--- src/vtp_macros.svh ---
/*
 * Widths and sizes for the translation shim.
 * VTP_HEAP_ENTRIES must be a power of two, since heap tags double as FIFO pointers.
 */

`ifndef VTP_MACROS_SVH
`define VTP_MACROS_SVH

// Cache-line address width
`define VTP_ADDR_BITS 42

// Line offset inside a 4KB page
`define VTP_OFFSET_BITS 6

// Direct-mapped TLB index width and entry count
`define VTP_CACHE_IDX_BITS 4
`define VTP_CACHE_ENTRIES (1 << `VTP_CACHE_IDX_BITS)

// Requests in flight, also the response FIFO depth
`define VTP_HEAP_ENTRIES 4

// User tag carried with each request
`define VTP_MDATA_BITS 16

`endif

--- src/vtp_pkg.sv ---
/*
 * Types shared by the translation shim.
 * A page index is used for both virtual and physical pages.
 */

`include "vtp_macros.svh"

package vtp_pkg;

    // 4KB page index of a line address
    typedef logic [`VTP_ADDR_BITS-`VTP_OFFSET_BITS-1:0] vtp_page_t;

    // Heap tag, one per request in flight
    typedef logic [$clog2(`VTP_HEAP_ENTRIES)-1:0] vtp_heap_idx_t;

    typedef enum logic
    {
        op_read,
        op_write
    } vtp_opcode_e;

    // Memory request as seen on the channel
    typedef struct packed
    {
        vtp_opcode_e opcode;
        logic addr_is_virtual;
        logic [`VTP_ADDR_BITS-1:0] addr;
        logic [`VTP_MDATA_BITS-1:0] mdata;
    } vtp_req_t;

    // Lookup sent to the translation service
    typedef struct packed
    {
        vtp_page_t page_va;
        vtp_heap_idx_t tag;
    } vtp_lookup_req_t;

    // Service answer, matched to its request by tag
    typedef struct packed
    {
        vtp_page_t page_pa;
        vtp_heap_idx_t tag;
    } vtp_lookup_rsp_t;

endpackage

--- src/vtp_l1_tlb.sv ---
/*
 * Direct-mapped L1 TLB for 4KB pages. A read returns hit and page two cycles later.
 * Reset and inval start a clear that walks one entry per cycle with rdy low.
 * A read during the walk may still see old entries.
 */

`timescale 1ns/1ns
`include "vtp_macros.svh"

module vtp_l1_tlb
(
    input  logic clk,
    input  logic reset,
    input  logic inval,
    output logic rdy,
    input  vtp_pkg::vtp_page_t rd_page,
    output logic rd_hit,
    output vtp_pkg::vtp_page_t rd_pa,
    input  logic wr_en,
    input  vtp_pkg::vtp_page_t wr_va,
    input  vtp_pkg::vtp_page_t wr_pa
);

    localparam int PAGE_BITS = $bits(vtp_pkg::vtp_page_t);
    localparam int IDX_BITS = `VTP_CACHE_IDX_BITS;
    localparam int TAG_BITS = PAGE_BITS - IDX_BITS;

    typedef logic [IDX_BITS-1:0] idx_t;
    typedef logic [TAG_BITS-1:0] tag_t;

    typedef struct packed
    {
        logic valid;
        tag_t tag;
        vtp_pkg::vtp_page_t pa;
    } entry_t;

    typedef enum logic
    {
        tlb_clear,
        tlb_ready
    } tlb_state_e;

    entry_t mem [0:`VTP_CACHE_ENTRIES-1];
    tlb_state_e state;
    idx_t clr_idx;
    logic [1:0] inval_d;
    entry_t rd_ent_q;
    tag_t rd_tag_q;

    // ==============================
    // Clear walk
    // ==============================

    // Invalidate is delayed two cycles before the walk starts
    always_ff @(posedge clk)
    begin
        if (reset)
        begin
            inval_d <= 2'b00;
        end
        else
        begin
            inval_d <= {inval_d[0], inval};
        end
    end

    always_ff @(posedge clk)
    begin
        if (reset || inval_d[1])
        begin
            state <= tlb_clear;
            clr_idx <= '0;
        end
        else if (state == tlb_clear)
        begin
            clr_idx <= clr_idx + 1'b1;
            // Last index cleared
            if (clr_idx == '1)
                state <= tlb_ready;
        end
    end

    // Not ready while an invalidate is still on its way in
    assign rdy = (state == tlb_ready) && !(|inval_d);

    // ==============================
    // Storage
    // ==============================

    // Walk wins over a refill
    always_ff @(posedge clk)
    begin
        if (state == tlb_clear)
            mem[clr_idx] <= '0;
        else if (wr_en)
            mem[wr_va[IDX_BITS-1:0]] <= {1'b1, wr_va[PAGE_BITS-1:IDX_BITS], wr_pa};
    end

    // Cycle 1 holds the raw entry, cycle 2 the compared result
    always_ff @(posedge clk)
    begin
        rd_ent_q <= mem[rd_page[IDX_BITS-1:0]];
        rd_tag_q <= rd_page[PAGE_BITS-1:IDX_BITS];
        rd_hit <= rd_ent_q.valid && (rd_ent_q.tag == rd_tag_q);
        rd_pa <= rd_ent_q.pa;
    end

endmodule

--- src/vtp_req_heap.sv ---
/*
 * Tag allocator and context store for requests in flight.
 * Caller must not allocate while not_full is low.
 * Context reads are combinational.
 */

`timescale 1ns/1ns
`include "vtp_macros.svh"

module vtp_req_heap
(
    input  logic clk,
    input  logic reset,
    input  logic alloc,
    output logic not_full,
    output vtp_pkg::vtp_heap_idx_t alloc_idx,
    input  logic wr_en,
    input  vtp_pkg::vtp_heap_idx_t wr_idx,
    input  vtp_pkg::vtp_req_t wr_req,
    input  vtp_pkg::vtp_heap_idx_t rd_idx,
    output vtp_pkg::vtp_req_t rd_req,
    input  logic free,
    input  vtp_pkg::vtp_heap_idx_t free_idx
);

    // One bit per tag, set when the tag is free
    logic [`VTP_HEAP_ENTRIES-1:0] free_map;

    vtp_pkg::vtp_req_t mem [0:`VTP_HEAP_ENTRIES-1];

    assign not_full = |free_map;

    // Lowest free tag goes out first
    always_comb
    begin
        alloc_idx = '0;
        for (int i = `VTP_HEAP_ENTRIES - 1; i >= 0; i--)
        begin
            if (free_map[i])
                alloc_idx = vtp_pkg::vtp_heap_idx_t'(i);
        end
    end

    always_ff @(posedge clk)
    begin
        if (reset)
        begin
            free_map <= '1;
        end
        else
        begin
            if (alloc)
                free_map[alloc_idx] <= 1'b0;
            // Freed tag never equals the one allocated this cycle
            if (free)
                free_map[free_idx] <= 1'b1;
        end
    end

    // Context held until the translation completes
    always_ff @(posedge clk)
    begin
        if (wr_en)
            mem[wr_idx] <= wr_req;
    end

    assign rd_req = mem[rd_idx];

endmodule

--- src/vtp_chan.sv ---
/*
 * Translation pipeline for one request channel.
 * Hits and passthroughs leave 4 cycles after acceptance, misses go to the service.
 * Service responses are merged into bubbles and refill the TLB.
 */

`timescale 1ns/1ns
`include "vtp_macros.svh"

module vtp_chan
(
    input  logic clk,
    input  logic reset,
    input  logic inval,
    output logic not_full,
    input  logic in_valid,
    input  vtp_pkg::vtp_req_t in_req,
    output logic out_valid,
    output vtp_pkg::vtp_req_t out_req,
    output vtp_pkg::vtp_page_t out_pa_page,
    input  logic out_almost_full,
    input  logic lookup_rdy,
    output logic lookup_en,
    output vtp_pkg::vtp_lookup_req_t lookup_req,
    input  logic lookup_rsp_valid,
    input  vtp_pkg::vtp_lookup_rsp_t lookup_rsp
);

    // Per-stage control carried down the pipe
    typedef struct packed
    {
        logic valid;
        vtp_pkg::vtp_page_t page;
        logic is_virtual;
        vtp_pkg::vtp_heap_idx_t tag;
    } stage_t;

    stage_t st0;
    stage_t st [1:3];

    logic tlb_rdy;
    logic tlb_hit;
    vtp_pkg::vtp_page_t tlb_pa;
    logic hit_q;
    vtp_pkg::vtp_page_t pa_q;
    logic tlb_wr_en;
    vtp_pkg::vtp_page_t tlb_wr_va;
    vtp_pkg::vtp_page_t tlb_wr_pa;

    logic heap_not_full;
    vtp_pkg::vtp_heap_idx_t alloc_idx;
    vtp_pkg::vtp_heap_idx_t read_idx;
    vtp_pkg::vtp_heap_idx_t free_idx;
    vtp_pkg::vtp_req_t heap_rd_req;
    logic not_full_reg;

    vtp_pkg::vtp_lookup_rsp_t fifo_mem [0:`VTP_HEAP_ENTRIES-1];
    vtp_pkg::vtp_heap_idx_t fifo_wr_ptr;
    vtp_pkg::vtp_heap_idx_t fifo_rd_ptr;
    logic [$clog2(`VTP_HEAP_ENTRIES+1)-1:0] fifo_count;
    logic fifo_not_empty;
    vtp_pkg::vtp_lookup_rsp_t fifo_head;
    vtp_pkg::vtp_lookup_rsp_t rsp_q;
    logic rsp_deq;
    logic rsp_deq_q;
    logic rsp_deq_qq;
    logic pick_main_path;

    // ==============================
    // Pipeline stages
    // ==============================

    // Stage 0 is the acceptance cycle
    assign st0.valid = in_valid;
    assign st0.page = in_req.addr[`VTP_ADDR_BITS-1:`VTP_OFFSET_BITS];
    assign st0.is_virtual = in_req.addr_is_virtual;
    assign st0.tag = alloc_idx;

    always_ff @(posedge clk)
    begin
        st[1] <= st0;
        st[2] <= st[1];
        st[3] <= st[2];
        if (reset)
        begin
            for (int s = 1; s <= 3; s++)
                st[s].valid <= 1'b0;
        end
    end

    // TLB read starts in stage 0, result arrives in stage 2
    vtp_l1_tlb tlb_inst
    (
        .clk(clk),
        .reset(reset),
        .inval(inval),
        .rdy(tlb_rdy),
        .rd_page(st0.page),
        .rd_hit(tlb_hit),
        .rd_pa(tlb_pa),
        .wr_en(tlb_wr_en),
        .wr_va(tlb_wr_va),
        .wr_pa(tlb_wr_pa)
    );

    // Hit decision is taken in stage 3
    always_ff @(posedge clk)
    begin
        hit_q <= tlb_hit;
        pa_q <= tlb_pa;
    end

    // Context written at acceptance, freed on completion
    vtp_req_heap heap_inst
    (
        .clk(clk),
        .reset(reset),
        .alloc(st0.valid),
        .not_full(heap_not_full),
        .alloc_idx(alloc_idx),
        .wr_en(st0.valid),
        .wr_idx(alloc_idx),
        .wr_req(in_req),
        .rd_idx(read_idx),
        .rd_req(heap_rd_req),
        .free(out_valid),
        .free_idx(free_idx)
    );

    // Slow terms registered, almost full stays direct
    always_ff @(posedge clk)
    begin
        if (reset)
            not_full_reg <= 1'b0;
        else
            not_full_reg <= lookup_rdy && tlb_rdy && !fifo_not_empty;
    end

    assign not_full = heap_not_full && not_full_reg && !out_almost_full;

    // ==============================
    // Service lookup and responses
    // ==============================

    // Miss goes out in stage 4
    always_ff @(posedge clk)
    begin
        if (reset)
            lookup_en <= 1'b0;
        else
            lookup_en <= st[3].valid && st[3].is_virtual && !hit_q;
        lookup_req.page_va <= st[3].page;
        lookup_req.tag <= st[3].tag;
    end

    // Response FIFO, never more entries than outstanding lookups
    assign fifo_not_empty = (fifo_count != '0);
    assign fifo_head = fifo_mem[fifo_rd_ptr];

    always_ff @(posedge clk)
    begin
        if (lookup_rsp_valid)
            fifo_mem[fifo_wr_ptr] <= lookup_rsp;
    end

    always_ff @(posedge clk)
    begin
        if (reset)
        begin
            fifo_wr_ptr <= '0;
            fifo_rd_ptr <= '0;
            fifo_count <= '0;
        end
        else
        begin
            if (lookup_rsp_valid)
                fifo_wr_ptr <= fifo_wr_ptr + 1'b1;
            if (rsp_deq)
                fifo_rd_ptr <= fifo_rd_ptr + 1'b1;
            case ({lookup_rsp_valid, rsp_deq})
                2'b10: fifo_count <= fifo_count + 1'b1;
                2'b01: fifo_count <= fifo_count - 1'b1;
                default: fifo_count <= fifo_count;
            endcase
        end
    end

    // Bubble seen in stage 2 leaves stage 3 free for the response
    assign rsp_deq = fifo_not_empty && !st[2].valid && !out_almost_full;

    always_ff @(posedge clk)
    begin
        if (reset)
        begin
            rsp_deq_q <= 1'b0;
            rsp_deq_qq <= 1'b0;
        end
        else
        begin
            rsp_deq_q <= rsp_deq;
            rsp_deq_qq <= rsp_deq_q;
        end
        rsp_q <= fifo_head;
    end

    // ==============================
    // Output merge
    // ==============================

    // Main path for passthroughs and hits
    assign pick_main_path = st[3].valid && (!st[3].is_virtual || hit_q);

    // Context index for the heap read in stage 3
    always_ff @(posedge clk)
    begin
        read_idx <= rsp_deq ? fifo_head.tag : st[2].tag;
    end

    always_ff @(posedge clk)
    begin
        if (reset)
            out_valid <= 1'b0;
        else
            out_valid <= pick_main_path || rsp_deq_q;
        out_req <= heap_rd_req;
        free_idx <= read_idx;
        out_pa_page <= pick_main_path ? pa_q : rsp_q.page_pa;
    end

    // Refill one cycle after the response leaves
    always_ff @(posedge clk)
    begin
        if (reset)
            tlb_wr_en <= 1'b0;
        else
            tlb_wr_en <= rsp_deq_qq;
        tlb_wr_va <= out_req.addr[`VTP_ADDR_BITS-1:`VTP_OFFSET_BITS];
        tlb_wr_pa <= out_pa_page;
    end

endmodule

--- src/vtp_shim.sv ---
/*
 * Address translation shim for one memory request channel.
 * Hits and non-virtual requests leave 5 cycles after acceptance.
 * Only 4KB pages are translated.
 */

`timescale 1ns/1ns
`include "vtp_macros.svh"

module vtp_shim
(
    input  logic clk,
    input  logic reset,
    input  logic inval_tlb,
    input  logic req_valid,
    input  vtp_pkg::vtp_req_t req,
    output logic req_ready,
    output logic out_valid,
    output vtp_pkg::vtp_req_t out_req,
    input  logic out_almost_full,
    input  logic lookup_rdy,
    output logic lookup_en,
    output vtp_pkg::vtp_lookup_req_t lookup_req,
    input  logic lookup_rsp_valid,
    input  vtp_pkg::vtp_lookup_rsp_t lookup_rsp
);

    logic chan_out_valid;
    vtp_pkg::vtp_req_t chan_out_req;
    vtp_pkg::vtp_page_t chan_pa_page;

    vtp_chan chan_inst
    (
        .clk(clk),
        .reset(reset),
        .inval(inval_tlb),
        .not_full(req_ready),
        .in_valid(req_valid && req_ready),
        .in_req(req),
        .out_valid(chan_out_valid),
        .out_req(chan_out_req),
        .out_pa_page(chan_pa_page),
        .out_almost_full(out_almost_full),
        .lookup_rdy(lookup_rdy),
        .lookup_en(lookup_en),
        .lookup_req(lookup_req),
        .lookup_rsp_valid(lookup_rsp_valid),
        .lookup_rsp(lookup_rsp)
    );

    always_ff @(posedge clk)
    begin
        if (reset)
            out_valid <= 1'b0;
        else
            out_valid <= chan_out_valid;
    end

    // Page from the channel, line offset from the original address
    always_ff @(posedge clk)
    begin
        out_req <= chan_out_req;
        out_req.addr_is_virtual <= 1'b0;
        if (chan_out_req.addr_is_virtual)
            out_req.addr <= {chan_pa_page, chan_out_req.addr[`VTP_OFFSET_BITS-1:0]};
    end

endmodule

--- config.mk ---
export PLATFORM = sky130hd
export DESIGN_NAME = vtp_shim
export DESIGN_NICKNAME = d
export VERILOG_FILES = /design/src/vtp_pkg.sv /design/src/vtp_l1_tlb.sv /design/src/vtp_req_heap.sv /design/src/vtp_chan.sv /design/src/vtp_shim.sv
export VERILOG_INCLUDE_DIRS = /design/src
export SDC_FILE = /design/constraint.sdc
export NUM_CORES = 1
export LEC_CHECK = 0
export CAP_MARGIN = 30
export CORE_UTILIZATION = 45
export CTS_CLUSTER_SIZE = 40
export DETAILED_ROUTE_END_ITERATION = 12
export DONT_BUFFER_PORTS = 1
export PLACE_DENSITY = 0.68
export SLEW_MARGIN = 40
export SYNTH_ARGS = -nofsm -noshare
export SYNTH_HDL_FRONTEND = slang
export SYNTH_HIERARCHICAL = 1
export SYNTH_SLANG_ARGS = --single-unit
--- constraint.sdc ---
create_clock -name clk -period 15.7 [get_ports clk]
set_clock_uncertainty 0.2 [all_clocks]
set_input_delay 0.785 -clock clk [delete_from_list [all_inputs] [get_ports clk]]
set_output_delay 0.785 -clock clk [all_outputs]
set_load 0.02 [all_outputs]
==> results.cfg <==
[clock_network]
root_buffer = clkbuf_16
cts-resized-gates = 0
cts_buffers = 188
cts_tree = built
postCtsSetupRepairBufs = 0
htreeDepth = 4
cts.sinks = 2123
insertion_delay_ns = 0.83
clk_pin_slew_ns = 0.07
cts.hold.buffers_added = 104
cts_max_path_buffers = 3

[yosys]
async_flop_share_pct = 0
syn_inst = 3172
avgSynthCellArea_um2 = 22.27
synth.area.mux_share_pct = 13.33
synth_area_leader_cell = edfxtp_1
synth-xor-area-share_pct = 0.4711
yosys_warnings = 6
synth_top_family_by_area = multiplexers
ys_ff_latch = 2123
synthSimpleGateAreaFrac_pct = 1.739
synthAdderAreaFrac_pct = 0.1346
yosysTopAreaCellShare_pct = 63.59
synth_fp_nets = 3284
yosysMostFrequentCell = edfxtp_1
yosys-top-cells-count = edfxtp_1 (1496), dfxtp_1 (627), mux4_2 (370), a22oi_1 (138), nand2_1 (74)
synth_area_um2 = 70650
synth-compound-area-share_pct = 1.684
synthFlopType = edfxtp_1
synth_edf_count = 1496
synth-seq-area-share_pct = 81.36
synth.distinct_cells = 51
ys_top_cells_by_area = edfxtp_1 (64%), dfxtp_1 (18%), mux4_2 (12%), a22oi_1 (1.5%), mux2_2 (0.69%)

[critical_path]
critPathCaptureType = flop
critPathLaunchType = flop
arrival_ns = 4.86
reg2reg_to = chan_inst/tlb_inst/mem[9][46]
required_ns = 15.93
path_class = flop to flop
reg2reg_from = chan_inst/tlb_inst/state
r2r_setup_slack_ns = 11.07
ff2ff_path_depth = 8
crit_path_max_fanout = 59

[sta]
rsz0062_at_grt = no
final-hold-violation-count = 0
setup_tns_ns = 0
drv_slew = 0
worst_pin_slew_ns = 1.190
slew_headroom_pct = 20.67
hold_ws_ns = 0.06371
setup_ws_ns = 11.07
period_minus_slack_ns = 4.627
post-route-period-util_pct = 29.47
fmaxAchievable_mhz = 216.1
setup_viol = 0

[power_and_ir_drop]
netSwitchingFraction_pct = 22.59
p_leak_nw = 25.60
ir_drop_mv = 0.1166
power.switching_mw = 2.747
p_int_mw = 9.411
finalPower_mw = 12.16
p_comb_share_pct = 5.4
clkPwrFrac_pct = 39.5
power.density_nw_per_um2 = 150.1
p_seq_share_pct = 55.1

[min_path]
min-delay-start = out_almost_full
hold_depth = 2
holdPathEnd = chan_inst/rsp_deq_q
hold_class = primary input to flop

[place]
dp_hpwl_um = 85290
port-buffer-count = 0
dp_slack_ns = 11.14
placed_cell_area_um2 = 73250
place_congestion = 0.7827

[grt]
groute.usage.overall_pct = 18.91
grt_overflow = 0
grt_pass1_vias = 31506
grt_max_degree = 282
antenna_found_initial = 10
grt_first_pass_wirelength_um = 218000

[final_layout]
drive_gt1_share_pct = 24.31
finalNetCount = 3495
area_growth_pct = 14.67
fill_cells = 11738
final_area_um2 = 81010
largest_reg_flops = 1104
largest-register = chan_inst/tlb_inst/mem
reg_top3 = chan_inst/tlb_inst/mem x1104, chan_inst/heap_inst/mem x240, chan_inst/fifo_mem x152

[routing]
num_vias = 31009
wirelength_um = 149100
ant_nets = 0
routed_via_density = 5.524
post_drt_wl_per_cell_um = 26.56
drtPass1Iterations = 5
drt-initial-drc-count = 2813
remaining_drc_errors = 0

[run_status]
status = completed

[floorplanning]
die-area_um2 = 158600
design.core.area_um2 = 156000
rows = 145
die_h_um = 398.2
start_util_pct = 45.28
pin_count = 206
fp.dieW_um = 398.2

[flow_run]
drv_cap = 0
worst max path at each step:
stage                                  start  depth (start not counted)                        endpoint
finish              chan_inst/tlb_inst/state                          8   chan_inst/tlb_inst/mem[9][46]
global route        chan_inst/tlb_inst/state                          8   chan_inst/tlb_inst/mem[9][46]
CTS                 chan_inst/tlb_inst/state                          8   chan_inst/tlb_inst/mem[9][46]
detailed placement  chan_inst/tlb_inst/state                          8   chan_inst/tlb_inst/mem[9][63]
global placement    chan_inst/tlb_inst/state                          7  chan_inst/tlb_inst/mem[13][63]
floorplan                    out_almost_full                          3   chan_inst/heap_inst/mem[0][0]
worst max-delay path, stage by stage (launching register included):
cell and delay [ns]:
dfxtp_2 0.61, buf_4 0.67, nand2_1 0.27, inv_1 0.49, nand3b_1 0.17, o31a_1 0.28, nor2_4 0.28, buf_4 0.43
buf_4 0.73
power groups by stage:
stage | Clock [mW] | Combinational, mW | Sequential, mW
floorplan | 0 | 0.499 | 6.62
CTS | 4.86 | 0.652 | 6.71
global placement | 0 | 0.591 | 6.82
detailed placement | 0 | 0.606 | 6.82
global route | 5.07 | 0.690 | 6.73
finish | 4.81 | 0.653 | 6.70
placed cells by master, fill, tap and decap left out, types with 32 or more instances in the layout:
master,n
clkbuf_8,32
clkbuf_16,200
clkinv_2,35
a22oi_1,138
nand2_1,74
mux4_2,370
dlygate4sd3_1,103
xor2_1,35
dfxtp_1,620
and3_1,69
clkbuf_1,35
edfxtp_1,1496
mux2_2,43
cell families (layout without fill, tap and decap cells):
| kind of cell | Yosys count | in the layout |
|---|---|---|
| DFF | 2123 | 2123 |
| other | 1 | 7 |
| AOI/OAI and AO/OA | 159 | 159 |
| xor gates and xnor gates | 38 | 38 |
| muxes | 451 | 451 |
| adders and majority gates | 7 | 7 |
| buffers and inverters | 156 | 534 |
| and+or+nand+nor | 237 | 237 |
layer usage:
| metal | wire [µm] | global-route usage (%) |
|---|---|---|
| met5 | 13 | 0 |
| met4 | 3287 | 5.268 |
| met3 | 11010 | 4.030 |
| met2 | 74040 | 30.93 |
| met1 | 60740 | 25.67 |
cell type report:
| type | count | area, µm² | share of cell area, % |
|---|---|---|---|
| inverters | 13 | 48.80 | 0.06024 |
| well taps | 2058 | 2575 | 3.179 |
| clock inverters | 90 | 1051 | 1.297 |
| repair buffers | 164 | 1785 | 2.204 |
| multi-input cells | 893 | 12470 | 15.39 |
| flip-flops and latches | 2123 | 57490 | 70.96 |
| diodes | 6 | 15.01 | 0.01853 |
| clock buffers | 267 | 5577 | 6.884 |
per-stage QoR:
stage | utilization (%) | instances
finish | 51.92 | 5614
global route | 51.91 | 5608
CTS | 51.87 | 5605
detailed placement | 46.94 | 5144
global placement | 46.70 | 5129
floorplan | - | 3172
(Power assumes the default switching activity.)
